$ cat config.mk
export PLATFORM = sky130hd
export DESIGN_NAME = mm_ram_decoder
export DESIGN_NICKNAME = d
export VERILOG_FILES = /design/src/mm_ram_pkg.sv /design/src/mm_ram_decoder.sv
export VERILOG_INCLUDE_DIRS = /design/src
export SDC_FILE = /design/constraint.sdc
export NUM_CORES = 1
export LEC_CHECK = 0
export ABC_AREA = 1
export BUFFER_PORTS_ARGS = -buffer_cell sky130_fd_sc_hd__buf_2
export CORE_MARGIN = 2
export CORE_UTILIZATION = 37
export DETAILED_ROUTE_END_ITERATION = 16
export HOLD_SLACK_MARGIN = 0.12
export PLACE_DENSITY = 0.88
export SKIP_LAST_GASP = 1
export SYNTH_ARGS = -nofsm -noshare
export SYNTH_HDL_FRONTEND = slang
export SYNTH_SLANG_ARGS = --single-unit
$ cat constraint.sdc
create_clock -name clk_i -period 2.6 [get_ports clk_i]
set_input_delay 0.39 -clock clk_i [delete_from_list [all_inputs] [get_ports clk_i]]
set_output_delay 0.39 -clock clk_i [all_outputs]
set_load 0.01 [all_outputs]
$ cat src/mm_ram_defines.svh
// ~~~~~~~~~~~~~~~~~~~~~~~~~~~~~~~~~~~~~~~~~~~~~~~~~~~~~~~~~~~~~~~~~~~~~~~~~~
// Build-time constants of the memory-mapped RAM harness
//   RAM size and instruction line width
//   pseudo peripheral base addresses
//   timer interrupt id and boot address
// ~~~~~~~~~~~~~~~~~~~~~~~~~~~~~~~~~~~~~~~~~~~~~~~~~~~~~~~~~~~~~~~~~~~~~~~~~~

`ifndef MM_RAM_DEFINES_SVH
`define MM_RAM_DEFINES_SVH

// byte address width of the RAM, 64 KiB by default
`define MM_RAM_ADDR_WIDTH    16

// width of one instruction fetch line
`define MM_INSTR_RDATA_WIDTH 128

// pseudo peripherals reached through the data port
`define MM_PRINT_ADDR        32'h1000_0000
`define MM_TIMER_ADDR        32'h1500_0000
`define MM_PASS_ADDR         32'h2000_0000
`define MM_FAIL_ADDR         32'h2000_0004
`define MM_EXIT_ADDR         32'h2000_000C

// interrupt line used by the countdown timer
`define MM_TIMER_IRQ_ID      5'd31

// first fetch address of a test program
`define MM_BOOT_ADDR         32'h0000_0080

`endif
$ cat src/mm_ram_pkg.sv
// ~~~~~~~~~~~~~~~~~~~~~~~~~~~~~~~~~~~~~~~~~~~~~~~~~~~~~~~~~~~~~~~~~~~~~~~~~~
// Shared types of the memory-mapped RAM harness
//   data_addr_u  data port address with a RAM view and a peripheral view
//   target_e     decoded target of a data port request
// ~~~~~~~~~~~~~~~~~~~~~~~~~~~~~~~~~~~~~~~~~~~~~~~~~~~~~~~~~~~~~~~~~~~~~~~~~~

`include "mm_ram_defines.svh"

package mm_ram_pkg;

    // RAM view: anything above the RAM range must be zero for a RAM hit
    typedef struct packed {
        logic [31:`MM_RAM_ADDR_WIDTH]    unused;
        logic [`MM_RAM_ADDR_WIDTH-3:0]   word_idx;
        logic [1:0]                      byte_off;
    } ram_addr_t;

    // peripheral view: the top byte selects the region, the rest a register
    typedef struct packed {
        logic [7:0]  region;
        logic [21:0] reg_idx;
        logic [1:0]  byte_off;
    } periph_addr_t;

    // one data address word, decoded both ways
    typedef union packed {
        ram_addr_t    ram;
        periph_addr_t periph;
    } data_addr_u;

    typedef enum logic [2:0] {
        TGT_NONE,
        TGT_RAM,
        TGT_PRINT,
        TGT_PASS,
        TGT_FAIL,
        TGT_EXIT,
        TGT_TIMER
    } target_e;

endpackage

$ cat src/mm_ram_decoder.sv
// ~~~~~~~~~~~~~~~~~~~~~~~~~~~~~~~~~~~~~~~~~~~~~~~~~~~~~~~~~~~~~~~~~~~~~~~~~~
// Data port control of the RAM harness
//   address decode into RAM or pseudo peripheral targets
//   immediate grant and one-cycle rvalid sequencing
//   read data selection from RAM, timer count or zero
// ~~~~~~~~~~~~~~~~~~~~~~~~~~~~~~~~~~~~~~~~~~~~~~~~~~~~~~~~~~~~~~~~~~~~~~~~~~

`timescale 1ns/100ps

`include "mm_ram_defines.svh"

module mm_ram_decoder (
    input  logic                   clk_i,
    input  logic                   rst_i,

    input  logic                   data_req_i,
    input  mm_ram_pkg::data_addr_u data_addr_i,
    input  logic                   data_we_i,
    output logic                   data_gnt_o,
    output logic                   data_rvalid_o,
    output logic [31:0]            data_rdata_o,

    input  logic [31:0]            ram_rdata_i,
    input  logic [31:0]            timer_count_i,
    output mm_ram_pkg::target_e    target_o,
    output logic                   wr_en_o
);

    mm_ram_pkg::target_e target_q;
    logic                req_q;
    logic                we_q;

    // registers are word aligned, so the byte offset takes no part in the match
    function automatic logic is_reg(mm_ram_pkg::data_addr_u addr, logic [31:0] base);
        mm_ram_pkg::data_addr_u b;
        b = base;
        return (addr.periph.region == b.periph.region) &&
               (addr.periph.reg_idx == b.periph.reg_idx);
    endfunction

    // no back-pressure, every request is accepted in its own cycle
    assign data_gnt_o = data_req_i;
    assign wr_en_o    = data_req_i & data_we_i;

    always_comb begin
        target_o = mm_ram_pkg::TGT_NONE;
        if (data_req_i) begin
            if (data_addr_i.ram.unused == '0) begin
                target_o = mm_ram_pkg::TGT_RAM;
            end else if (is_reg(data_addr_i, `MM_PRINT_ADDR)) begin
                target_o = mm_ram_pkg::TGT_PRINT;
            end else if (is_reg(data_addr_i, `MM_PASS_ADDR)) begin
                target_o = mm_ram_pkg::TGT_PASS;
            end else if (is_reg(data_addr_i, `MM_FAIL_ADDR)) begin
                target_o = mm_ram_pkg::TGT_FAIL;
            end else if (is_reg(data_addr_i, `MM_EXIT_ADDR)) begin
                target_o = mm_ram_pkg::TGT_EXIT;
            end else if (is_reg(data_addr_i, `MM_TIMER_ADDR)) begin
                target_o = mm_ram_pkg::TGT_TIMER;
            end
        end
    end

    // one request in flight, answered in the following cycle
    always_ff @(posedge clk_i) begin
        if (rst_i) begin
            req_q    <= 1'b0;
            we_q     <= 1'b0;
            target_q <= mm_ram_pkg::TGT_NONE;
        end else begin
            req_q    <= data_req_i;
            we_q     <= data_we_i;
            target_q <= target_o;
        end
    end

    assign data_rvalid_o = req_q;

    // writes and unmapped reads return zero
    always_comb begin
        data_rdata_o = '0;
        if (!we_q) begin
            case (target_q)
                mm_ram_pkg::TGT_RAM:   data_rdata_o = ram_rdata_i;
                mm_ram_pkg::TGT_TIMER: data_rdata_o = timer_count_i;
                default:               data_rdata_o = '0;
            endcase
        end
    end

    // a request from the core carries a known address and direction
    assert property (@(posedge clk_i) disable iff (rst_i)
        data_req_i |-> !$isunknown({data_addr_i, data_we_i}));

endmodule

# Word-level counts from Yosys, hierarchy flattened
# Index checks and enable logic that the tools add are counted.
op_classes:
  muxes: 9
  n_reduce_logical: 7
  eq_ne: 7
  n_bitwise: 1
ops:
  columns: ["operator", "count"]
  rows:
  - ["$pmux W32 S2", 1]
  - ["$mux W32", 1]
  - ["$eq A22 B1 Y1 const B", 1]
  - ["$eq A22 B2 Y1 const B", 1]
  - ["$logic_not A22 Y1", 1]
  - ["$mux W3", 7]
  - ["$eq A8 B5 Y1 const B", 2]
  - ["$logic_not A16 Y1", 1]
  - ["$eq A8 B6 Y1 const B", 1]
  - ["$logic_and A1 B1 Y1", 5]
  - ["$eq A3 B1 Y1 const B", 1]
  - ["$eq A3 B3 Y1 const B", 1]
  - ["$and A1 B1 Y1", 1]
word_totals:
  in_bits: 100
  out_inout_bits: 38
  register_bits: 5
  word_cells: 27

# Longest topological paths before layout
logic_depth:
  depth_word: 9
  depth_mapped: 9
  mapped_depth_nobuf: 9

# Worst setup path after synthesis
# No wires, ideal clock.
synth_timing:
  path_kind: "input port to output port"
  start: "input data_addr_i[15] (netlist bit)"
  end: "output target_o[0]"
  path_buffers: 0
  t_arrival_ns: 1.094
  stages: 9
  setup_slack_ns: 1.116
  t_required_ns: 2.210
  path_cell_list: "nor2_1 -> nand2_2 -> nor2_4 -> nand2_2 -> nor2_4 -> nand2_1 -> nand3_1 -> nand2_1 -> inv_1"
synth_between:
  elab_chain_len: 8
  elab_cells_between_ends: 13
  classes_between: "eq/ne: 2; mux: 6; reduce/logical: 5"
synth_rtl:
  columns: ["item", "line", "rtl"]
  rows:
  - ["start, declared", "mm_ram_decoder.sv:17", "input mm_ram_pkg::data_addr_u data_addr_i,"]
  - ["$eq A22 B2 Y1", "mm_ram_decoder.sv:38", "(addr.periph.reg_idx == b.periph.reg_idx);"]
  - ["$logic_and A1 B1 Y1", "mm_ram_decoder.sv:37", "return (addr.periph.region == b.periph.region) &&"]
  - ["$mux W3", "mm_ram_decoder.sv:56", "end else if (is_reg(data_addr_i, `MM_EXIT_ADDR)) begin"]
  - ["$mux W3", "mm_ram_decoder.sv:54", "end else if (is_reg(data_addr_i, `MM_FAIL_ADDR)) begin"]
  - ["$mux W3", "mm_ram_decoder.sv:52", "end else if (is_reg(data_addr_i, `MM_PASS_ADDR)) begin"]
  - ["$mux W3 (*)", "mm_ram_decoder.sv:50", "end else if (is_reg(data_addr_i, `MM_PRINT_ADDR)) begin"]
  - ["$mux W3 (*)", "mm_ram_decoder.sv:48", "if (data_addr_i.ram.unused == '0) begin"]
  - ["$mux W3 (*)", "mm_ram_decoder.sv:47", "if (data_req_i) begin"]
  - ["end, declared", "mm_ram_decoder.sv:25", "output mm_ram_pkg::target_e target_o,"]
# Every way passes the cells marked *; elsewhere a longest branch is shown, timed or not.

# Worst setup path in the final report
layout_timing:
  start: "register target_q[2]"
  end: "output data_rdata_o[20]"
layout_between:
  elab_chain_len: 3
  elab_cells_between_ends: 4
  classes_between: "eq/ne: 2; mux: 2"
layout_rtl:
  columns: ["item", "line", "rtl"]
  rows:
  - ["start, declared", "mm_ram_decoder.sv:29", "mm_ram_pkg::target_e target_q;"]
  - ["start signal, assigned", "mm_ram_decoder.sv:69", "target_q <= mm_ram_pkg::TGT_NONE;"]
  - ["start signal, assigned", "mm_ram_decoder.sv:73", "target_q <= target_o;"]
  - ["$eq A3 B3 Y1 / $eq A3 B1 Y1 (equally long branches)", "mm_ram_decoder.sv:83", "case (target_q)"]
  - ["$pmux W32 S2 (*)", "mm_ram_decoder.sv:83", null]
  - ["$mux W32 (*)", "mm_ram_decoder.sv:82", "if (!we_q) begin"]
  - ["end, declared", "mm_ram_decoder.sv:21", "output logic [31:0] data_rdata_o,"]
# Marked as above.

==> metrics <==
status complete, no violations; Hold Path Depth 2; Peak VDD IR 0.000226 V; Core Box Area 3050 um^2; setup bufs post-CTS 0; Num CTS Buffers 3; Root Buffer clkbuf_4; Util after Layout 0.618; CTS tree done; initial drt markers 105; final instance area 1890 um^2; hold-fix buffers at CTS 0; fin. max-slew vios 0; WP data required 2.21 ns; chip height 60.7 um; Syn Nets 311; crit-path max FO 32; first-pass GRT wire length 5470 um; share of cells above drive strength 1 0.504; Tot Pwr 0.283 mW; vias in the first global route 1437; total grt overflow 0; IO Pins 138; Layout area overhead 58.4%; Via Count 1789; Port-buffer cells 135; drt drc 0; Synth Register Bits 5; final hold vios 0; die area 3690 um^2; vias per cell 4.67; Cell Rows 20; Placer Congestion 0.783; Setup violations, final 0; Longest Clk Path Bufs 2; Synth Instances 211; Power Dens Cells 150 nW/um^2; synthesized area per cell 5.65 um^2; die extent in x 60.7 um; Worst-Margin Slew 0.315 ns; # clock sinks 5; Critical Path End Type primary output; post-route setup TNS 0 ns; largest net degree at the start of global routing 33; DR WL/cell 10.0 um; Startpoint Class flip-flop; clk slew on worst S/H paths 0.04 ns; synthesized cell area 1190 um^2; GRT Util Overall 0.185; HPWL reported at the end of detailed placement 3200 um; First-pass DRT Iterations 4; Synth warnings 0; Worst EP arrival 1.41 ns; CP Class reg -> out; initial core utilization 0.390; Area after DPL 1860 um^2; Final min period 1.80 ns; RSZ-0062 raised after global routing false; LEAKAGE 1.07 nW; # H-tree levels 1; n_diodes 0; Post-CTS Resized 0; fin crit share 0.694; Slew HR 0.790; maxcap violations 0; count of different cell masters after synthesis 22; Hold Path Class in -> reg; Post-DRT Antenna Nets 0; Layout Nets 440; Total Wirelength 3840 um; Seq/Total Area, Yosys 0.0840; initial antenna violation count 0; Peak Freq 554 MHz
==> through the flow <==
stage                     worst slack, ns  cells  hold WS [ns]
after floorplan                      1.12    211         0.457
after global placement              0.803    379         0.603
after detailed placement            0.813    379         0.611
after CTS                           0.779    383         0.358
after global routing                0.680    383         0.359
final                               0.796    383         0.366
==> synthesized netlist by cell type <==
library cell,count,share of area
nand3_1,38,0.16
a21oi_1,33,0.14
nand2b_1,32,0.17
nand2_1,21,0.066
inv_1,18,0.057
nor2_1,17,0.054
nor2_2,10,0.053
nand2_2,8,0.042
clkbuf_1,6,0.019
dfxtp_1,5,0.084
nor2_4,5,0.047
inv_2,4,0.013
buf_2,3,0.013
buf_6,3,0.028
buf_4,1,0.0063
clkbuf_2,1,0.0042
nand3_2,1,0.0084
nand3b_1,1,0.0063
nand3b_4,1,0.017
nand4_1,1,0.0053
nor3_1,1,0.0042
o21ai_2,1,0.0074
==> final timing paths <==
kind              startpoint  slack [ns]                      to
max   target_q[2]$_SDFF_PP0_        0.80        data_rdata_o[20]
min                    rst_i        0.37  target_q[1]$_SDFF_PP0_
==> registers in the layout, indices dropped and copies added (netlist names) <==
name,cells
data_rvalid_o,1
target_q,3
we_q,1
==> critical path, stage by stage (launching register included) <==
cell and delay (ns):
dfxtp_1 0.33, nor2_2 0.10, buf_4 0.29, nand3_1 0.11
a21oi_1 0.18, buf_2 0.15
==> metal layers <==
| metal | wire length [um] | global-route usage |
|---|---|---|
| met1 | 1450 | 0.188 |
| met2 | 2030 | 0.395 |
| met3 | 349 | 0.0320 |
| met4 | 0 | 0.0186 |
| met5 | 0 | 0 |
==> final cells by class <==
| type | instances | area [um^2] |
|---|---|---|
| sequential | 5 | 100 |
| multi-input combinational | 170 | 925 |
| timing repair buffer | 138 | 698 |
| tap | 44 | 55.1 |
| inverter | 22 | 82.6 |
| clock buffer | 4 | 26.3 |
| fill | 324 | 1170 |
==> layout by cell type, fill, tap and decap left out <==
cell / n
nand3b_4: 1
clkbuf_1: 1
nor3_1: 1
nor2_4: 5
a21oi_1: 33
clkbuf_4: 3
nor2_2: 10
buf_4: 3
nand2b_1: 32
nand4_1: 1
nand3b_1: 1
inv_2: 4
nand3_1: 38
nor2_1: 17
buf_2: 135
nand3_2: 1
inv_1: 18
nand2_1: 21
o21ai_2: 1
nand2_2: 8
dfxtp_1: 5
==> logic make-up after synthesis <==
kind of cell | Yosys count | synth area share
AO/OA/AOI/OAI | 34 | 0.146
AND/OR/NAND/NOR | 136 | 0.630
flip-flops | 5 | 0.0840
buffers and inverters | 36 | 0.140
==> report_power, final <==
part	total (mW)	leakage (nW)	internal, mW	switching (mW)
sequential	0.0791	0.0408	0.0786	0.000475
clock	0.0871	0.0150	0.0579	0.0293
combinational	0.117	1.01	0.0633	0.0533
total	0.283	1.07	0.200	0.0830
Note: power is estimated with default switching activity, not from simulation.
