File: config.mk
export PLATFORM = sky130hd
export DESIGN_NAME = irq_timer
export DESIGN_NICKNAME = d
export VERILOG_FILES = /design/src/irq_timer.sv
export VERILOG_INCLUDE_DIRS = /design/src
export SDC_FILE = /design/constraint.sdc
export NUM_CORES = 1
export LEC_CHECK = 0
export BUFFER_PORTS_ARGS = -buffer_cell sky130_fd_sc_hd__buf_2
export CELL_PAD_IN_SITES_DETAIL_PLACEMENT = 1
export CELL_PAD_IN_SITES_GLOBAL_PLACEMENT = 2
export CORE_UTILIZATION = 28
export DETAILED_ROUTE_END_ITERATION = 10
export PLACE_DENSITY_LB_ADDON = 0.1
export SYNTH_ARGS = -nofsm -noshare
export SYNTH_HDL_FRONTEND = slang
export SYNTH_SLANG_ARGS = --single-unit
export TNS_END_PERCENT = 30
File: constraint.sdc
create_clock -name clk_i -period 4.78 [get_ports clk_i]
set_clock_uncertainty 0.1 [all_clocks]
set_input_delay 0.717 -clock clk_i [delete_from_list [all_inputs] [get_ports clk_i]]
set_output_delay 0.717 -clock clk_i [all_outputs]
set_load 0.05 [all_outputs]
File: src/mm_ram_defines.svh
// ~~~~~~~~~~~~~~~~~~~~~~~~~~~~~~~~~~~~~~~~~~~~~~~~~~~~~~~~~~~~~~~~~~~~~~~~~~
// Build-time constants of the memory-mapped RAM harness
//   RAM size and instruction line width
//   pseudo peripheral base addresses
//   timer interrupt id and boot address
// ~~~~~~~~~~~~~~~~~~~~~~~~~~~~~~~~~~~~~~~~~~~~~~~~~~~~~~~~~~~~~~~~~~~~~~~~~~

`ifndef MM_RAM_DEFINES_SVH
`define MM_RAM_DEFINES_SVH

// byte address width of the RAM, 64 KiB by default
`define MM_RAM_ADDR_WIDTH    16

// width of one instruction fetch line
`define MM_INSTR_RDATA_WIDTH 128

// pseudo peripherals reached through the data port
`define MM_PRINT_ADDR        32'h1000_0000
`define MM_TIMER_ADDR        32'h1500_0000
`define MM_PASS_ADDR         32'h2000_0000
`define MM_FAIL_ADDR         32'h2000_0004
`define MM_EXIT_ADDR         32'h2000_000C

// interrupt line used by the countdown timer
`define MM_TIMER_IRQ_ID      5'd31

// first fetch address of a test program
`define MM_BOOT_ADDR         32'h0000_0080

`endif
File: src/irq_timer.sv
// ~~~~~~~~~~~~~~~~~~~~~~~~~~~~~~~~~~~~~~~~~~~~~~~~~~~~~~~~~~~~~~~~~~~~~~~~~~
// Countdown timer with interrupt
//   loadable down-counter, read back as the remaining count
//   pending flag raised on expiry, cleared by a matching acknowledge
// ~~~~~~~~~~~~~~~~~~~~~~~~~~~~~~~~~~~~~~~~~~~~~~~~~~~~~~~~~~~~~~~~~~~~~~~~~~

`timescale 1ns/100ps

`include "mm_ram_defines.svh"

module irq_timer (
    input  logic        clk_i,
    input  logic        rst_i,

    input  logic        load_i,
    input  logic [31:0] load_value_i,
    output logic [31:0] count_o,

    output logic        irq_o,
    output logic [4:0]  irq_id_o,
    input  logic        irq_ack_i,
    input  logic [4:0]  irq_id_i
);

    logic [31:0] count_q;
    logic        expire;
    logic        ack_match;

    // a zero count means the timer is stopped
    assign expire    = !load_i && (count_q == 32'd1);
    assign ack_match = irq_ack_i && (irq_id_i == `MM_TIMER_IRQ_ID);

    always_ff @(posedge clk_i) begin
        if (rst_i) begin
            count_q <= '0;
        end else if (load_i) begin
            count_q <= load_value_i;
        end else if (count_q != '0) begin
            count_q <= count_q - 32'd1;
        end
    end

    // a fresh expiry wins over an acknowledge of the previous one
    always_ff @(posedge clk_i) begin
        if (rst_i) begin
            irq_o <= 1'b0;
        end else if (expire) begin
            irq_o <= 1'b1;
        end else if (ack_match) begin
            irq_o <= 1'b0;
        end
    end

    assign count_o  = count_q;
    assign irq_id_o = `MM_TIMER_IRQ_ID;

    // the core acknowledges only an interrupt it has been offered
    assert property (@(posedge clk_i) disable iff (rst_i)
        irq_ack_i |-> irq_o);

endmodule

# Word-level counts from Yosys, hierarchy flattened
# Index checks and enable logic that the tools add are counted.
# classes
eq_ne	2
addsub	1
muxes	4
n_reduce_logical	6
# op_table
operator	n
32-bit two-way mux	2
32-bit by 1-bit equality test with 1-bit output (second input constant)	1
32-bit nonzero test	1
32-bit by 1-bit subtractor with 32-bit output (second input constant)	1
5-bit equality test (second input constant)	1
2-bit nonzero test	2
1-bit logical AND	2
1-bit two-way mux	2
1-bit logical NOT	1
# totals
word_cells	15
input_bits	41
register_bits	33
output_inout_bits	38

# Logic depth before layout (Yosys ltp)
# Gate-level depths: netlist (run 1).
# logic_depth
depth_word	4
ltp_mapped	9
depth_no_buf	7

# Worst setup path after synthesis (run 1)
# Ideal clock, no wire load.
# synth_path
kind	register to register
startpoint	register count_q[16] (netlist: count_o[16])
endpoint	register count_q[14] (netlist: count_o[14])
slack_ns	2.166
period_less_slack_ns	2.614
setup_time_ns	0.121
path_buffers	2
required_time_ns	4.559
arrival_ns	2.393
path_stages_with_launch	8
path_cell_list	dfxtp_1 -> or4_4 -> or4_4 -> or2_2 -> buf_2 -> nand2_1 -> buf_4 -> o21ai_0
# synth_between
elab_chain_len	2
# synth_rtl
element	line_no	source
start: declaration	irq_timer.sv:25	logic [31:0] count_q;
start signal: assignment	irq_timer.sv:37	count_q <= load_value_i;
start signal: assignment	irq_timer.sv:39	count_q <= count_q - 32'd1;
32-bit nonzero test	irq_timer.sv:38	end else if (count_q != '0) begin
2-bit nonzero test (no source line)	--	
# Every way passes these cells.
# A chain may end at the register's enable or synchronous reset.

# Worst setup path in the final report (run 1)
# layout_path
startpoint	register count_q[0] (netlist: count_o[0])
endpoint	register count_q[27] (netlist: count_o[27])
# layout_between
elab_chain_len	3
word_cells_on_any_way	5
classes_between	add/sub (1); mux (2); reduce/logical (2)
# layout_rtl
element	line_no	source
32-bit by 1-bit subtractor with 32-bit output	irq_timer.sv:39	
32-bit two-way mux	irq_timer.sv:38	
32-bit two-way mux	irq_timer.sv:36	end else if (load_i) begin
# Several ways; a longest one is shown, not always the timed one. The select of a mux whose other input is x is not followed.

==> results of run 1 <==
-- metal layers --
metal	vias to the layer above	wire [um]
met5	-	0
met4	0	101
met3	8	253
met2	47	2565
met1	908	2990
li1	994	-
-- worst min-delay path: stages (launching register included) --
cell and delay, ns:
dfxtp_1 0.31, o21ai_0 0.07, a21oi_1 0.06
-- per-stage QoR --
| step | hold slack [ns] | instance area (um2) |
|---|---|---|
| finish | 0.3805 | 2370 |
| global route | 0.4232 | 2370 |
| CTS | 0.3873 | 2370 |
| detailed placement | 0.3771 | 2290 |
| global placement | 0.3695 | 2290 |
| floorplan | 0.6058 | 1919 |
-- layout by cell type (no fill, tap or decap), types with 4 or more instances in the layout --
cell | netlist | layout
buf_2 | 1 | 73
nor4_1 | 11 | 11
or4_1 | 6 | 6
nand2_1 | 24 | 24
dfxtp_1 | 33 | 33
xor2_1 | 11 | 11
nand4_1 | 5 | 5
inv_1 | 5 | 5
or3_1 | 8 | 8
nor2_1 | 21 | 21
nor3_1 | 8 | 8
nand3_1 | 8 | 8
a211oi_1 | 4 | 4
o21ai_0 | 24 | 24
xnor2_1 | 10 | 10
a21oi_1 | 7 | 7
conb_1 | 1 | 5
clkbuf_8 | 0 | 5
-- kinds of logic (layout without fill, tap and decap cells) --
family / count (synthesis) / count (layout) / share of synthesized area
muxes: 1 / 1 / 0.005913
adders and majority gates: 2 / 2 / 0.01314
DFF: 33 / 33 / 0.3469
xor gates and xnor gates: 21 / 21 / 0.09658
AOI/OAI and AO/OA: 52 / 52 / 0.1715
buffers and inverters: 24 / 88 / 0.06373
and+or+nand+nor: 106 / 106 / 0.3003
other: 1 / 5 / 0.001969
-- state kept, by name, indices dropped and copies added, names as in the netlist --
signal   cells
count_o     32
irq_o        1
-- final cells by class --
class	instances	area, um2	area share
multi-input combinational	187	1137	0.4799
sequential	33	660.6	0.2788
tap	77	96.34	0.04065
clock buffer	8	80.08	0.03379
timing repair buffer	74	372.9	0.1573
inverter	6	22.52	0.009504
-- worst max path at each step --
stage / from / end / slack [ns] / depth (start not counted)
after floorplan: count_o[16]$_SDFFE_PP0P_ / count_o[14]$_SDFFE_PP0P_ / 2.17 / 7
after global placement: count_o[0]$_SDFFE_PP0P_ / count_o[25]$_SDFFE_PP0P_ / 1.97 / 7
after detailed placement: count_o[0]$_SDFFE_PP0P_ / count_o[25]$_SDFFE_PP0P_ / 1.84 / 7
after CTS: count_o[0]$_SDFFE_PP0P_ / count_o[24]$_SDFFE_PP0P_ / 1.82 / 7
after global routing: count_o[0]$_SDFFE_PP0P_ / count_o[24]$_SDFFE_PP0P_ / 1.49 / 7
final: count_o[0]$_SDFFE_PP0P_ / count_o[27]$_SDFFE_PP0P_ / 1.88 / 7
-- power groups by stage --
stage	Clock, mW	Sequential, mW	Combinational (mW)
4_1_cts	0.220	0.324	0.240
3_5_place_dp	0	0.331	0.239
6_report	0.210	0.324	0.237
5_1_grt	0.227	0.329	0.260
3_3_place_gp	0	0.330	0.240
2_1_floorplan	0	0.395	0.111
==> impl_metrics.py, run 1 <==
metrics = {
    "die": {
        "rows": 29,
        "die_area_mm2": 0.007135,
        "dieHeight_um": 84.47,
        "start_util": 0.2948,
        "core_region_area_mm2": 0.006459,
        "ios": 79,
        "die_width_um": 84.47,
    },
    "setup_path": {
        "critPathArrivalTime_ns": 2.97,
        "reg2reg_to": "count_o[27]$_SDFFE_PP0P_",
        "rr_startpoint": "count_o[0]$_SDFFE_PP0P_",
        "cp_max_fo": 13,
        "cpPeakStageDelay_ns": 0.57,
        "cpMaxStageDelayCell": "nor3b_1",
        "start_kind": "flop",
        "worstPathCellList": "inv_1 > ha_1 > nor3b_1 > nand4_1 > or2_2 > nand2_1 > o21ai_0",
        "critPathRequiredTime_ns": 4.85,
        "cp-end-kind": "flop",
        "critical_path_buf_inv_count": 1,
        "rrSetupSlack_ns": 1.88,
        "crit_type": "reg2reg",
        "crit_family": "simple AND/OR/NAND/NOR gates",
        "reg2reg_depth": 7,
    },
    "clock_network": {
        "clk_latency_ns": 0.29,
        "cts.path.max_buffers": 2,
        "cts_made_buffers": 5,
        "cts_tree": "done",
        "cts_sinks": 33,
        "root_buffer": "clkbuf_8",
        "ctsHtreeMaxLevel": 2,
        "cts_resized": 0,
        "cts_setup_buffers": 0,
        "holdBufCountCts": 0,
        "clk_pin_slew_ns": 0.07,
    },
    "drt": {
        "vias": 1957,
        "via_per_inst": 5.083,
        "route.detailed.drc": 14,
        "ant_nets": 0,
        "drtIter0Drc": 57,
        "routed_wl_um": 5911,
        "firstDrtPassIters": 7,
        "wire_per_inst_um": 15.35,
    },
    "timing": {
        "min_period_over_period": 0.6073,
        "hold_viol": 0,
        "final_max_slew_viol_count": 0,
        "tightestPinTransition_ns": 0.8658,
        "setup_viol": 0,
        "fin_crit_ns": 2.903,
        "finalSetupTns_ns": 0,
        "grt_setup_unrepaired": "no",
        "relSlewSlack": 0.4207,
        "setup_slack_ns": 1.877,
        "fmax_mhz": 344.5,
    },
    "status": {
        "violations": "DRC",
        "status": "finished with violations",
    },
    "synth": {
        "avgSynthCellArea_um2": 7.935,
        "synthDistinctLibCells": 43,
        "ys_seq_area_frac": 0.3469,
        "synth_common_cells": "33 x dfxtp_1, 24 x nand2_1, 24 x o21ai_0, 21 x nor2_1",
        "yosys.area.top_type": "dfxtp_1",
        "synthTopCellsByArea": "dfxtp_1 35%, o21ai_0 6.3%, xor2_1 5.1%",
        "synth-edff-count": 0,
        "async_flop_share": 0,
        "synth_most_common_cell": "dfxtp_1",
        "syn_inst": 240,
        "synth_top_area_share": 0.3469,
        "synthFlopType": "dfxtp_1",
        "ys_seq_elements": 33,
        "syn_area_mm2": 0.001904,
        "yosysWarnings": 0,
    },
    "pwr": {
        "ir_drop_uv": 149.9,
        "p_seq_frac": 0.420,
        "leakage_nw": 0.9935,
        "total_power_mw": 0.7718,
        "intPower_mw": 0.4719,
        "p_comb_frac": 0.307,
        "powerDensity_mw_per_mm2": 325.7,
        "p_sw_frac": 0.3885,
        "p_clk_frac": 0.273,
        "power.switching_mw": 0.2999,
    },
    "run": {
        "maxCapViolCount": 0,
    },
    "final_layout": {
        "synthToLayoutAreaGrowth_pct": 24.44,
        "antenna-diode-count": 0,
        "drive_above_1_share": 0.2922,
        "final_cells": 385,
        "n_fill_cell": 828,
        "finish.utilization": 0.3669,
        "nNetsFinal": 350,
    },
    "grt": {
        "grt-ovfl-total": 0,
        "use_met1": 0.2507,
        "grt_pass1_wl_um": 10140,
        "grt_use_met2": 0.2750,
        "grtUsageMet3": 0.03540,
        "grt_antenna_before_repair": 0,
        "busiest_layer": "met2",
        "grt_max_degree": 27,
        "grt_pass1_vias": 2028,
        "track_usage": 0.1809,
    },
    "place": {
        "dp.cells": 377,
        "portBuffers": 73,
        "hpwl_um": 4367,
        "place_ws_ns": 1.839,
        "gp_congestion": 0.7514,
    },
    "hold_path": {
        "hold_path.class": "reg2reg",
        "hold_path_depth": 2,
        "hold_end": "irq_o$_SDFFE_PP0P_",
        "min_from": "irq_o$_SDFFE_PP0P_",
    },
}
No activity file was read; power rests on OpenSTA's default activity.
==> inputs of run 2 (changes only) <==
--- a/config.mk
+++ b/config.mk
@@ -6,10 +6,11 @@
 export SDC_FILE = /design/constraint.sdc
 export NUM_CORES = 1
 export LEC_CHECK = 0
+export ABC_AREA = 1
 export BUFFER_PORTS_ARGS = -buffer_cell sky130_fd_sc_hd__buf_2
 export CELL_PAD_IN_SITES_DETAIL_PLACEMENT = 1
 export CELL_PAD_IN_SITES_GLOBAL_PLACEMENT = 2
-export CORE_UTILIZATION = 28
+export CORE_UTILIZATION = 25
 export DETAILED_ROUTE_END_ITERATION = 10
 export PLACE_DENSITY_LB_ADDON = 0.1
 export SYNTH_ARGS = -nofsm -noshare
==> constraint.sdc (replaced) <==
create_clock -name clk_i -period 2.8 [get_ports clk_i]
set_clock_uncertainty 0.1 [all_clocks]
set_input_delay 0.42 -clock clk_i [delete_from_list [all_inputs] [get_ports clk_i]]
set_output_delay 0.42 -clock clk_i [all_outputs]
set_load 0.05 [all_outputs]
==> run 2 against run 1 <==
  * The run now ends clean
  * Synthesized cell count increased by 55%
  * Critical path depth is 4 higher
  * Critical endpoint is now count_o[31]$_SDFFE_PP0P_
  * Core utilization fell by 4.5 points
  * Die area up 32%
  * Area after synthesis up 19%
  * Sequential cell count did not move
  * Clock power increased by 100%
==> impl_metrics.py, run 2 <==
metrics = {
    "synth": {
        "avgSynthCellArea_um2": 6.101,
        "ys_seq_elements": 33,
        "synth_compound_area_frac": 0.1139,
        "yosysWarnings": 0,
        "synthDistinctLibCells": 31,
        "synth_common_cells": "89 x nand2_1, 85 x nor2_1, 33 x dfxtp_1, 28 x inv_1, 27 x nand3_1",
        "synth_fa_ha_area_frac": 0.01106,
        "yosys.area.top_type": "dfxtp_1",
        "synth_xor_area_frac": 0.02709,
        "synth_top_area_share": 0.2919,
        "syn_area_mm2": 0.002263,
        "ys_seq_area_frac": 0.2919,
        "synth-edff-count": 0,
        "syn_inst": 371,
        "synthSimpleGateAreaFrac": 0.4688,
        "synth.area.mux_share": 0,
        "async_flop_share": 0,
        "synthFlopType": "dfxtp_1",
        "synthTopCellsByArea": "dfxtp_1 29%, nand2_1 15%, nor2_1 14%",
        "synth_top_family_by_area": "simple AND/OR/NAND/NOR gates",
        "synth_most_common_cell": "nand2_1",
    },
    "grt": {
        "track_usage": 0.1897,
        "busiest_layer": "met2",
        "grt_use_met2": 0.3164,
        "grt_pass1_vias": 2655,
        "grtUsageMet3": 0.02590,
        "grt_pass1_wl_um": 13920,
        "use_met1": 0.2563,
        "grt-ovfl-total": 0,
        "grt_antenna_before_repair": 0,
        "grt_max_degree": 29,
    },
    "drt": {
        "ant_nets": 0,
        "via_per_inst": 4.682,
        "firstDrtPassIters": 4,
        "drtIter0Drc": 76,
        "route.detailed.drc": 0,
        "routed_wl_um": 8582,
        "vias": 2589,
        "wire_per_inst_um": 15.52,
    },
    "clock_network": {
        "holdBufCountCts": 0,
        "cts_tree": "done",
        "ctsHtreeMaxLevel": 2,
        "cts_resized": 0,
        "root_buffer": "clkbuf_8",
        "clk_latency_ns": 0.29,
        "cts.path.max_buffers": 2,
        "clk_pin_slew_ns": 0.08,
        "cts_sinks": 33,
        "cts_made_buffers": 5,
        "cts_setup_buffers": 0,
    },
    "die": {
        "rows": 34,
        "die_area_mm2": 0.009438,
        "start_util": 0.2583,
        "core_region_area_mm2": 0.008763,
        "die_width_um": 97.15,
        "dieHeight_um": 97.15,
        "ios": 79,
    },
    "timing": {
        "final_max_slew_viol_count": 0,
        "fmax_mhz": 532.2,
        "min_period_over_period": 0.6711,
        "setup_viol": 0,
        "finalSetupTns_ns": 0,
        "relSlewSlack": 0.6213,
        "tightestPinTransition_ns": 0.5680,
        "grt_setup_unrepaired": "no",
        "hold_viol": 0,
        "fin_crit_ns": 1.879,
    },
    "pwr": {
        "powerDensity_mw_per_mm2": 531.7,
        "leakage_nw": 1.396,
        "ir_drop_uv": 193.0,
    },
    "setup_path": {
        "start_kind": "flop",
        "cpMaxStageDelayCell": "dfxtp_1",
        "worstPathCellList": "inv_1 > ha_1 > nand2_2 > nor2_4 > nand2_4 > nor2_8 > nand2_4 > clkinv_4 > nor2_1 > nand2_1 > nor2_1",
        "critPathRequiredTime_ns": 2.87,
        "cpPeakStageDelay_ns": 0.37,
        "critPathArrivalTime_ns": 1.95,
        "crit_type": "reg2reg",
        "cp-end-kind": "flop",
        "cp_max_fo": 9,
    },
    "final_layout": {
        "synthToLayoutAreaGrowth_pct": 24.54,
        "drive_above_1_share": 0.2517,
        "antenna-diode-count": 0,
        "multi_input_area_mm2": 0.001424,
        "final-seq-area_um2": 660.6,
        "nNetsFinal": 487,
        "largest_reg_flops": 32,
        "layout_common_cells": "89 x nand2_1, 85 x nor2_1, 73 x buf_2, 33 x dfxtp_1, 28 x inv_1",
        "n_fill_cell": 1174,
        "finish.utilization": 0.3217,
        "final_common_cell": "nand2_1",
    },
    "place": {
        "gp_congestion": 0.7695,
        "portBuffers": 73,
        "hpwl_um": 6737,
    },
    "status": {
        "status": "completed",
    },
    "run": {
        "maxCapViolCount": 0,
    },
    "hold_path": {
        "hold_path.class": "in2reg",
    },
}
run 2: cell count changes after synthesis, moves of 9 or more:
cell     delta
nor2_2      +9
nand2_1    +65
xnor2_1     -9
nor4_1     -11
inv_1      +23
nand3_1    +19
a21oi_1    +15
nor2_1     +64
run 2: metal layers:
metal  up-vias  wire, um  part of all wire
met3         2       309             0.036
met2        64      4085              0.48
met1      1207      4144              0.48
li1       1316         -                 -
met5         -         0                 0
met4         0        42            0.0049
run 2: report_power, final:
part           leakage (nW)  internal [mW]  switching (mW)
Combinational          1.07          0.143           0.371
Clock                0.0542          0.223           0.206
Sequential            0.273          0.504          0.0520
run 2: layout make-up:
class / count / share of cell area
clock buffer: 7 / 0.03418
clock inverter: 1 / 0.001775
inverter: 30 / 0.04172
multi-input combinational: 299 / 0.5051
sequential: 33 / 0.2344
tap: 108 / 0.04794
timing repair buffer: 75 / 0.1349
run 2: cell families after synthesis:
family,Yosys count
and+or+nand+nor,238
AOI/OAI and AO/OA,47
buffers and inverters,43
DFF,33
xor gates and xnor gates,7
adders and majority gates,2
other,1
run 2: critical path, delay by kind of cell, from the launching register on:
family,cells,cell delay [ns]
adders and majority gates,1,0.20
buffers and inverters,2,0.24
DFF,1,0.37
and+or+nand+nor,8,0.84
run 2: final timing paths:
check	cells past startpoint	end	slack (ns)	startpoint
setup / recovery	11	count_o[31]$_SDFFE_PP0P_	0.92	count_o[0]$_SDFFE_PP0P_
hold / removal	3	count_o[6]$_SDFFE_PP0P_	0.27	load_value_i[6]
setup reg to reg	11	count_o[31]$_SDFFE_PP0P_	0.92	count_o[0]$_SDFFE_PP0P_
hold reg to reg	2	irq_o$_SDFFE_PP0P_	0.39	irq_o$_SDFFE_PP0P_
run 2: per-stage QoR:
stage	setup WS (ns)	instance area, um2	power, mW	std cells	hold slack [ns]
after floorplan	0.8767	2278	0.9378	375	0.3891
after global placement	0.9592	2718	1.087	545	0.3765
after detailed placement	0.9128	2718	1.088	545	0.3774
after CTS	0.8987	2819	1.523	553	0.2566
after global routing	0.7637	2819	1.600	553	0.2754
final	0.9209	2819	1.499	553	0.2657
