[src/mm_ram_defines.svh]
// ~~~~~~~~~~~~~~~~~~~~~~~~~~~~~~~~~~~~~~~~~~~~~~~~~~~~~~~~~~~~~~~~~~~~~~~~~~
// Build-time constants of the memory-mapped RAM harness
//   RAM size and instruction line width
//   pseudo peripheral base addresses
//   timer interrupt id and boot address
// ~~~~~~~~~~~~~~~~~~~~~~~~~~~~~~~~~~~~~~~~~~~~~~~~~~~~~~~~~~~~~~~~~~~~~~~~~~

`ifndef MM_RAM_DEFINES_SVH
`define MM_RAM_DEFINES_SVH

// byte address width of the RAM, 64 KiB by default
`define MM_RAM_ADDR_WIDTH    16

// width of one instruction fetch line
`define MM_INSTR_RDATA_WIDTH 128

// pseudo peripherals reached through the data port
`define MM_PRINT_ADDR        32'h1000_0000
`define MM_TIMER_ADDR        32'h1500_0000
`define MM_PASS_ADDR         32'h2000_0000
`define MM_FAIL_ADDR         32'h2000_0004
`define MM_EXIT_ADDR         32'h2000_000C

// interrupt line used by the countdown timer
`define MM_TIMER_IRQ_ID      5'd31

// first fetch address of a test program
`define MM_BOOT_ADDR         32'h0000_0080

`endif
[src/mm_ram_pkg.sv]
// ~~~~~~~~~~~~~~~~~~~~~~~~~~~~~~~~~~~~~~~~~~~~~~~~~~~~~~~~~~~~~~~~~~~~~~~~~~
// Shared types of the memory-mapped RAM harness
//   data_addr_u  data port address with a RAM view and a peripheral view
//   target_e     decoded target of a data port request
// ~~~~~~~~~~~~~~~~~~~~~~~~~~~~~~~~~~~~~~~~~~~~~~~~~~~~~~~~~~~~~~~~~~~~~~~~~~

`include "mm_ram_defines.svh"

package mm_ram_pkg;

    // RAM view: anything above the RAM range must be zero for a RAM hit
    typedef struct packed {
        logic [31:`MM_RAM_ADDR_WIDTH]    unused;
        logic [`MM_RAM_ADDR_WIDTH-3:0]   word_idx;
        logic [1:0]                      byte_off;
    } ram_addr_t;

    // peripheral view: the top byte selects the region, the rest a register
    typedef struct packed {
        logic [7:0]  region;
        logic [21:0] reg_idx;
        logic [1:0]  byte_off;
    } periph_addr_t;

    // one data address word, decoded both ways
    typedef union packed {
        ram_addr_t    ram;
        periph_addr_t periph;
    } data_addr_u;

    typedef enum logic [2:0] {
        TGT_NONE,
        TGT_RAM,
        TGT_PRINT,
        TGT_PASS,
        TGT_FAIL,
        TGT_EXIT,
        TGT_TIMER
    } target_e;

endpackage

[src/sim_ctrl_regs.sv]
// ~~~~~~~~~~~~~~~~~~~~~~~~~~~~~~~~~~~~~~~~~~~~~~~~~~~~~~~~~~~~~~~~~~~~~~~~~~
// Simulation control registers
//   stdout character port
//   pass and fail strobes
//   exit value register with its valid strobe
// ~~~~~~~~~~~~~~~~~~~~~~~~~~~~~~~~~~~~~~~~~~~~~~~~~~~~~~~~~~~~~~~~~~~~~~~~~~

`timescale 1ns/100ps

module sim_ctrl_regs (
    input  logic                clk_i,
    input  logic                rst_i,

    input  mm_ram_pkg::target_e target_i,
    input  logic                wr_en_i,
    input  logic [31:0]         wdata_i,

    output logic                print_valid_o,
    output logic [7:0]          print_char_o,
    output logic                tests_passed_o,
    output logic                tests_failed_o,
    output logic                exit_valid_o,
    output logic [31:0]         exit_value_o
);

    logic print_wr;
    logic pass_wr;
    logic fail_wr;
    logic exit_wr;

    assign print_wr = wr_en_i && (target_i == mm_ram_pkg::TGT_PRINT);
    assign pass_wr  = wr_en_i && (target_i == mm_ram_pkg::TGT_PASS);
    assign fail_wr  = wr_en_i && (target_i == mm_ram_pkg::TGT_FAIL);
    assign exit_wr  = wr_en_i && (target_i == mm_ram_pkg::TGT_EXIT);

    // each strobe lasts exactly one cycle after its write
    always_ff @(posedge clk_i) begin
        if (rst_i) begin
            print_valid_o  <= 1'b0;
            tests_passed_o <= 1'b0;
            tests_failed_o <= 1'b0;
            exit_valid_o   <= 1'b0;
            exit_value_o   <= '0;
        end else begin
            print_valid_o  <= print_wr;
            tests_passed_o <= pass_wr;
            tests_failed_o <= fail_wr;
            exit_valid_o   <= exit_wr;
            // the exit value stays until the program writes it again
            if (exit_wr) begin
                exit_value_o <= wdata_i;
            end
        end
    end

    // only the low byte of a print write is a character
    always_ff @(posedge clk_i) begin
        if (print_wr) begin
            print_char_o <= wdata_i[7:0];
        end
    end

    // a character or an exit value is always written as a known word
    assert property (@(posedge clk_i) disable iff (rst_i)
        (print_wr || exit_wr) |-> !$isunknown(wdata_i));

endmodule

[config.mk]
export PLATFORM = sky130hd
export DESIGN_NAME = sim_ctrl_regs
export DESIGN_NICKNAME = d
export VERILOG_FILES = /design/src/mm_ram_pkg.sv /design/src/sim_ctrl_regs.sv
export VERILOG_INCLUDE_DIRS = /design/src
export SDC_FILE = /design/constraint.sdc
export NUM_CORES = 1
export LEC_CHECK = 0
export BUFFER_PORTS_ARGS = -buffer_cell sky130_fd_sc_hd__buf_2
export CAP_MARGIN = 20
export CORE_MARGIN = 2
export CORE_UTILIZATION = 50
export DETAILED_ROUTE_END_ITERATION = 7
export PLACE_DENSITY = 0.84
export SLEW_MARGIN = 20
export SYNTH_ARGS = -nofsm -noshare
export SYNTH_HDL_FRONTEND = slang
export SYNTH_SLANG_ARGS = --single-unit
[constraint.sdc]
create_clock -name clk_i -period 2.33 [get_ports clk_i]
set_clock_uncertainty 0.05 [all_clocks]
set_input_delay 0.3495 -clock clk_i [delete_from_list [all_inputs] [get_ports clk_i]]
set_output_delay 0.3495 -clock clk_i [all_outputs]
set_load 0.03 [all_outputs]
# Word-level counts from Yosys, hierarchy flattened
# Index checks and enable logic that the tools add are counted.
# totals
out_inout_bits	44
wordCells	14
rom_bits	0
mem_bits_rw	0
ff_bits	44
latch_bits	0
input_bits	38
n_memories	0
# classes
eq_ne	4
n_mul	0
n_shift	0
n_addsub	0
reduce_logical	4
div_mod_pow	0
order_cmp	0
mux	0
bitwise_logic	0
# ops
cell	n
equality test 3 x 2 -> 1 bit (second input constant)	2
equality test 3 bit (second input constant)	2
logical AND 1 bit	4

# Logic depth before layout (Yosys ltp)
# Gate-level depths: netlist of run 1.
# logic_depth
depth_word	2
mapped_depth	4
ltp_nobuf	2

# Least setup slack after synthesis of run 1
# Ideal clock, no wire load.
# synth_timing
path_type	in2reg
from	input target_i[0]
to	register print_char_o[0] (enable)
t_arrival_ns	1.185
slack_ns	0.709
path_buffers	0
setup_ns	0.385
stages	2
required_time_ns	1.895
path_cell_list	nand2b_1 > nor3b_1
# synth_between
elab_chain_cells	2
# synth_lines
element	line_no	text
start, declared	sim_ctrl_regs.sv:14	input mm_ram_pkg::target_e target_i,
equality test 3 x 2 -> 1 bit	sim_ctrl_regs.sv:31	assign print_wr = wr_en_i && (target_i == mm_ram_pkg::TGT_PRINT);
logical AND 1 bit	sim_ctrl_regs.sv:31	
named net print_wr	sim_ctrl_regs.sv:26	logic print_wr;
end signal, assigned	sim_ctrl_regs.sv:59	print_char_o <= wdata_i[7:0];
end, declared	sim_ctrl_regs.sv:19	output logic [7:0] print_char_o,
# The timed path passes the listed nets, and every way through them passes these cells.
# A chain may end at the register's enable or synchronous reset.

# Worst setup path in the final report of run 1
# layout_timing
from	input target_i[1]
to	register exit_value_o[11]
# layout_between
elab_chain_cells	2
# layout_lines
element	line_no	text
equality test 3 bit	sim_ctrl_regs.sv:34	assign exit_wr = wr_en_i && (target_i == mm_ram_pkg::TGT_EXIT);
logical AND 1 bit	sim_ctrl_regs.sv:34	
end signal, assigned	sim_ctrl_regs.sv:51	exit_value_o <= wdata_i;
end, declared	sim_ctrl_regs.sv:23	output logic [31:0] exit_value_o
# Every way passes these cells.

==> results.sh, run 1 <==
export IMPL_p_clk_share_pct=31.3
export IMPL_synth_area_per_cell_um2=11.5
export IMPL_hold_viol=0
export IMPL_drc=0
export IMPL_slew_headroom_pct=48.0
export IMPL_synthCells=160
export IMPL_drt_first_pass_iters=4
export IMPL_arrival_ns=1.49
export IMPL_synth_main_ff_cell="dfxtp_1"
export IMPL_viasPerCell=4.56
export IMPL_nets=278
export IMPL_finalMaxSlewViolations=0
export IMPL_cts_tree="built"
export IMPL_synthesis_nets=198
export IMPL_grt_pass1_wl_mm=5.37
export IMPL_port_buffer_count=81
export IMPL_clock_fmax_ghz=0.756
export IMPL_yosysTopAreaCellShare_pct=39.2
export IMPL_p_per_area_nw_per_um2=598
export IMPL_final_cell_count_no_fill=289
export IMPL_endpoint_kind="register"
export IMPL_htreeDepth=2
export IMPL_place_inst=281
export IMPL_tightest_slew_ns=0.780
export IMPL_synth_cell_type_count=15
export IMPL_final_setup_worst_slack_ns=1.01
export IMPL_p_seq_share_pct=57.4
export IMPL_ioPinCount=82
export IMPL_clkLatencyLatePin_ns=0.28
export IMPL_yosys_top_cells_area="dfxtp_1 (39%), nand2b_1 (22%), mux2i_1 (17%), edfxtp_1 (13%), buf_12 (3.3%)"
export IMPL_cts_repair_resized=0
export IMPL_status="finished, final reports clean"
export IMPL_setup_viol=0
export IMPL_cts_inserted_buffers=5
export IMPL_start_util_pct=51.0
export IMPL_yosys_warnings=0
export IMPL_final_layout_size_suffix_gt1_share_pct=38.2
export IMPL_synth_top_area_cell="dfxtp_1"
export IMPL_die_y_um=64.7
export IMPL_routed_wl_mm=3.27
export IMPL_hpwl_mm=2.36
export IMPL_post_cts_repair_setup_buffers=0
export IMPL_vias=1317
export IMPL_p_sw_mw=0.325
export IMPL_grt_max_degree=68
export IMPL_die_x_um=64.7
export IMPL_rows=22
export IMPL_fin_crit_ns=1.32
export IMPL_utilization_pct=64.5
export IMPL_grt_antenna_before_repair=0
export IMPL_hold_slack_ns=0.206
export IMPL_synthArstFlopShare_pct=0
export IMPL_cap_violations=0
export IMPL_p_leak_nw=1.02
export IMPL_worstPathMaxFanout=14
export IMPL_fillers=297
export IMPL_clk_pin_slew_ns=0.08
export IMPL_synth_common_cells="nand2b_1 (65), dfxtp_1 (36), mux2i_1 (32), edfxtp_1 (8), clkbuf_1 (6)"
export IMPL_post_drt_wl_per_cell_um=11.3
export IMPL_drtIter0Drc=47
export IMPL_vdd_drop_max_v=0.000372
export IMPL_worst_hold_path_type="in2reg"
export IMPL_ant_nets=0
export IMPL_cts_sinks=44
export IMPL_synth_edf_count=8
export IMPL_swShare_pct=23.4
export IMPL_synthesis_area_um2=1840
export IMPL_start_kind="input port"
export IMPL_cellInternalPower_mw=1.07
export IMPL_synth_ff_latch_count=44
export IMPL_num_antenna_cells=0
export IMPL_setup_tns_ns=0
export IMPL_clock_path_buffers=2
export IMPL_holdBufCountCts=0
export IMPL_grt_overflow=0
export IMPL_combPwrFrac_pct=11.3
export IMPL_period_share_pct=56.8
export IMPL_critPathKind="in2reg"
export IMPL_coreArea_um2=3610
export IMPL_yosysMostFrequentCell="nand2b_1"
export IMPL_dp_worst_setup_slack_ns=0.708
export IMPL_clock_root_buffer="clkbuf_8"
export IMPL_areaGrowthSynthToFinish_pct=26.4
export IMPL_critical_path_required_ns=2.50
export IMPL_dieArea_um2=4180
export IMPL_ys_seq_area_share_pct=52.2
export IMPL_grtUsageTotal_pct=16.4
export IMPL_gp_congestion=0.788
export IMPL_rsz0062_at_grt="no"
export IMPL_first_global_vias=1267
sequential cells by signal, indices dropped and copies added (netlist names):
name and count:
tests_failed_o 1, exit_valid_o 1, tests_passed_o 1, exit_value_o 32, print_valid_o 1, print_char_o 8
critical path: stages:
cell and delay [ns]:
buf_2 0.11, and4b_2 0.58, buf_4 0.26, mux2i_1 0.18
power by group through the flow:
stage / Sequential (mW) / Combinational (mW) / Clock [mW]
final: 0.798 / 0.157 / 0.436
after global routing: 0.800 / 0.170 / 0.491
after CTS: 0.798 / 0.158 / 0.452
after detailed placement: 0.816 / 0.158 / 0
after global placement: 0.816 / 0.156 / 0
after floorplan: 0.851 / 0.0679 / 0
layer usage:
metal | vias to the layer above | wire length [µm] | global-route usage, %
met1 | 594 | 1430 | 18.7
met4 | 0 | 12 | 4.79
li1 | 674 | - | -
met5 | - | 0 | 0
met3 | 2 | 244 | 5.38
met2 | 47 | 1590 | 29.2
path summary, 6_finish.rpt:
check / slack (ns) / depth (start not counted) / from / endpoint
worst max-delay path: 1.01 / 4 / target_i[1] / exit_value_o[11]$_SDFFE_PP0P_
worst min-delay path: 0.21 / 1 / wdata_i[1] / print_char_o[1]$_DFFE_PP_
worst max register to register: 1.67 / 2 / exit_value_o[28]$_SDFFE_PP0P_ / exit_value_o[28]$_SDFFE_PP0P_
worst min register to register: 0.42 / 2 / exit_value_o[17]$_SDFFE_PP0P_ / exit_value_o[17]$_SDFFE_PP0P_
through the flow:
stage                     area, µm²  power (mW)
after floorplan                1840       0.919
after global placement         2240       0.971
after detailed placement       2240       0.974
after CTS                      2320        1.41
after global routing           2320        1.46
final                          2320        1.39
cells by family (layout without fill, tap and decap cells):
family,Yosys count,after routing,share of synthesized area [%]
muxes,32,32,17.4
buffers and inverters,11,92,5.37
and+or+nand+nor,73,73,25.0
DFF,44,44,52.2
cell usage in the layout (no fill, tap or decap):
master | netlist | routed
nand2b_1 | 65 | 65
nand2_1 | 1 | 1
clkinv_2 | 0 | 2
clkbuf_8 | 0 | 5
buf_12 | 3 | 1
nor3b_1 | 1 | 1
dfxtp_1 | 36 | 36
or3b_1 | 1 | 1
nor2b_1 | 1 | 1
edfxtp_1 | 8 | 8
and4b_2 | 0 | 1
clkinv_1 | 0 | 1
nor4b_1 | 1 | 1
mux2i_1 | 32 | 32
nor2_1 | 2 | 2
buf_2 | 1 | 81
buf_4 | 0 | 2
final cells by class:
type	count	area, µm²	area share [%]
clock buffer	5	68.8	2.96
clock inverter	3	13.8	0.592
multi-input combinational	105	781	33.6
sequential	44	961	41.3
tap	48	60.1	2.58
timing repair buffer	84	440	18.9
(Power assumes the default switching activity.)
==> run 2: changes to the inputs <==
--- a/config.mk
+++ b/config.mk
@@ -9,9 +9,9 @@
 export BUFFER_PORTS_ARGS = -buffer_cell sky130_fd_sc_hd__buf_2
 export CAP_MARGIN = 20
 export CORE_MARGIN = 2
-export CORE_UTILIZATION = 50
+export CORE_UTILIZATION = 42
 export DETAILED_ROUTE_END_ITERATION = 7
-export PLACE_DENSITY = 0.84
+export PLACE_DENSITY = 0.75
 export SLEW_MARGIN = 20
 export SYNTH_ARGS = -nofsm -noshare
 export SYNTH_HDL_FRONTEND = slang
==> constraint.sdc (replaced) <==
create_clock -name clk_i -period 1.16 [get_ports clk_i]
set_clock_uncertainty 0.05 [all_clocks]
set_input_delay 0.174 -clock clk_i [delete_from_list [all_inputs] [get_ports clk_i]]
set_output_delay 0.174 -clock clk_i [all_outputs]
set_load 0.03 [all_outputs]
==> run 2 against run 1 <==
Wire length up 7.2%. Total power is 120% higher. Worst hold slack got worse by 0.19 ns. Final area increased by 5.2%. Clock power grew to 2.6 times the previous value. Combinational power increased by 120%. Sequential power up 100%. Flip-flop and latch count unchanged. Global-route usage fell by 1.2 points. Largest cell class unchanged.
==> results.sh, run 2 (synthesis results as in run 1) <==
export IMPL_rows=24
export IMPL_nets=285
export IMPL_dpl_cell_area_um2=2330
export IMPL_slew_headroom_pct=85.0
export IMPL_gr_max_usage_layer="met2"
export IMPL_period_share_pct=93.3
export IMPL_r2r_slack_ns=0.51
export IMPL_ant_nets=0
export IMPL_crit_buf_inv=1
export IMPL_r2r_end="exit_value_o[3]$_SDFFE_PP0P_"
export IMPL_layout_commonest_cell="buf_2"
export IMPL_finalPower_mw=3.08
export IMPL_routed_wl_mm=3.51
export IMPL_vdd_drop_max_v=0.000809
export IMPL_htreeDepth=2
export IMPL_clock_path_buffers=2
export IMPL_hold_slack_ns=0.0134
export IMPL_cap_violations=0
export IMPL_clkLatencyLatePin_ns=0.30
export IMPL_coreArea_um2=4290
export IMPL_grtUsageTotal_pct=15.2
export IMPL_crit_family="flip-flops"
export IMPL_final_cell_count_no_fill=300
export IMPL_grt_pass1_wl_mm=5.97
export IMPL_top_regs="exit_value_o (32), print_char_o (8)"
export IMPL_clock_root_buffer="clkbuf_8"
export IMPL_gr_usage_met1_pct=16.8
export IMPL_p_leak_nw=1.07
export IMPL_grt_max_degree=43
export IMPL_fin_crit_ns=1.08
export IMPL_status="finished, final reports clean"
export IMPL_finalMaxSlewViolations=0
export IMPL_cts_inserted_buffers=5
export IMPL_worstHoldStart="wdata_i[1]"
export IMPL_clk_pin_slew_ns=0.08
export IMPL_holdPathStages=1
export IMPL_start_kind="register"
export IMPL_holdPathEnd="print_char_o[1]$_DFFE_PP_"
export IMPL_largest_register="exit_value_o"
export IMPL_gp_congestion=0.679
export IMPL_fin_area_um2=2440
export IMPL_final_layout_size_suffix_gt1_share_pct=39.5
export IMPL_worstPathMaxFanout=1
export IMPL_drc=0
export IMPL_viasPerCell=4.56
export IMPL_hpwl_mm=2.67
export IMPL_post_cts_repair_setup_buffers=0
export IMPL_grt_antenna_before_repair=0
export IMPL_first_global_vias=1379
export IMPL_port_buffer_count=81
export IMPL_met3_usage_pct=5.63
export IMPL_clock_fmax_ghz=0.924
export IMPL_fillers=378
export IMPL_rsz0062_at_grt="no"
export IMPL_final_cell_mix="buf_2 (81), nand2b_1 (65), dfxtp_1 (36)"
export IMPL_ioPinCount=82
export IMPL_critPathKind="reg2out"
export IMPL_place_inst=291
export IMPL_drt_first_pass_iters=4
export IMPL_cts_tree="built"
export IMPL_grt_overflow=0
export IMPL_path_cells="buf_2"
export IMPL_hold_viol=0
export IMPL_drtIter0Drc=54
export IMPL_p_per_area_nw_per_um2=1260
export IMPL_setup_viol=0
export IMPL_grtUsageMet2_pct=26.3
export IMPL_areaGrowthSynthToFinish_pct=32.9
export IMPL_dieArea_um2=4920
export IMPL_largest_register_ffs=32
export IMPL_cts_sinks=44
export IMPL_tightest_slew_ns=0.223
export IMPL_worstReg2RegStart="exit_value_o[3]$_SDFFE_PP0P_"
export IMPL_final_setup_worst_slack_ns=0.0776
export IMPL_dp_worst_setup_slack_ns=-0.0240
export IMPL_post_drt_wl_per_cell_um=11.7
export IMPL_critical_path_required_ns=0.94
export IMPL_crit_path_top_delay_cell="edfxtp_1"
export IMPL_vias=1369
export IMPL_num_antenna_cells=0
export IMPL_endpoint_kind="primary output"
export IMPL_arrival_ns=0.86
export IMPL_worst_hold_path_type="in2reg"
export IMPL_start_util_pct=42.8
export IMPL_die_y_um=70.2
export IMPL_slowest_delay_ns=0.38
export IMPL_die_x_um=70.2
export IMPL_ff2ff_path_depth=2
-- run 2: changes by cell type in the layout (fill, tap and decap cells not counted) --
| cell | before | now |
|---|---|---|
| nor3b_4 | 0 | 1 |
| clkinv_2 | 2 | 0 |
| clkinv_1 | 1 | 2 |
| bufinv_16 | 0 | 1 |
| nor3b_1 | 1 | 0 |
| dlygate4sd3_1 | 0 | 1 |
| buf_12 | 1 | 3 |
| buf_4 | 2 | 6 |
-- run 2: metal layers --
layer	routed length, µm	vias up
li1	-	695
met4	65	0
met5	0	-
met2	1630	47
met1	1540	619
met3	265	8
-- run 2: final cells by class --
type                            count  area [µm²]  share of cell area [%]
Multi-Input combinational cell    105         792                    32.4
Clock buffer                        5        68.8                    2.81
Clock inverter                      3        37.5                    1.54
Timing Repair Buffer               91         520                    21.3
Tap cell                           52        65.1                    2.66
Sequential cell                    44         961                    39.3
-- run 2: worst reg2reg max path, cell delays in order, from the launching register on --
cell and delay [ns]:
dfxtp_1 0.35, nand2b_1 0.06, mux2i_1 0.12
-- run 2: repair_timing --
item | CTS | global route
endpoints found under the hold margin | 0 | 1
gates resized for setup | 0 | 0
hold buffers | 0 | 1
-- run 2: worst max-delay path by stage --
stage / startpoint / to / slack [ns] / depth (start not counted)
6_report: print_char_o[7]$_DFFE_PP_ / print_char_o[7] / 0.08 / 1
5_1_grt: exit_value_o[3]$_SDFFE_PP0P_ / exit_value_o[3] / 0.03 / 1
4_1_cts: print_char_o[7]$_DFFE_PP_ / print_char_o[7] / 0.06 / 1
3_5_place_dp: target_i[0] / print_char_o[5]$_DFFE_PP_ / -0.02 / 4
3_3_place_gp: target_i[0] / print_char_o[7]$_DFFE_PP_ / -0.002 / 4
2_1_floorplan: target_i[0] / print_char_o[0]$_DFFE_PP_ / 0.07 / 2
-- run 2: power by group --
group	leakage, nW	internal, mW	total [mW]	switching, mW
Combinational	0.655	0.165	0.343	0.178
Sequential	0.364	1.59	1.60	0.0137
Clock	0.0532	0.627	1.14	0.509
Total	1.07	2.38	3.08	0.701
-- run 2: metrics by stage --
step,TNS [ns],util [%]
after floorplan,0,-
after global placement,-0.0139,54.2
after detailed placement,-0.224,54.2
after CTS,0,56.7
after global routing,0,56.9
final,0,56.9
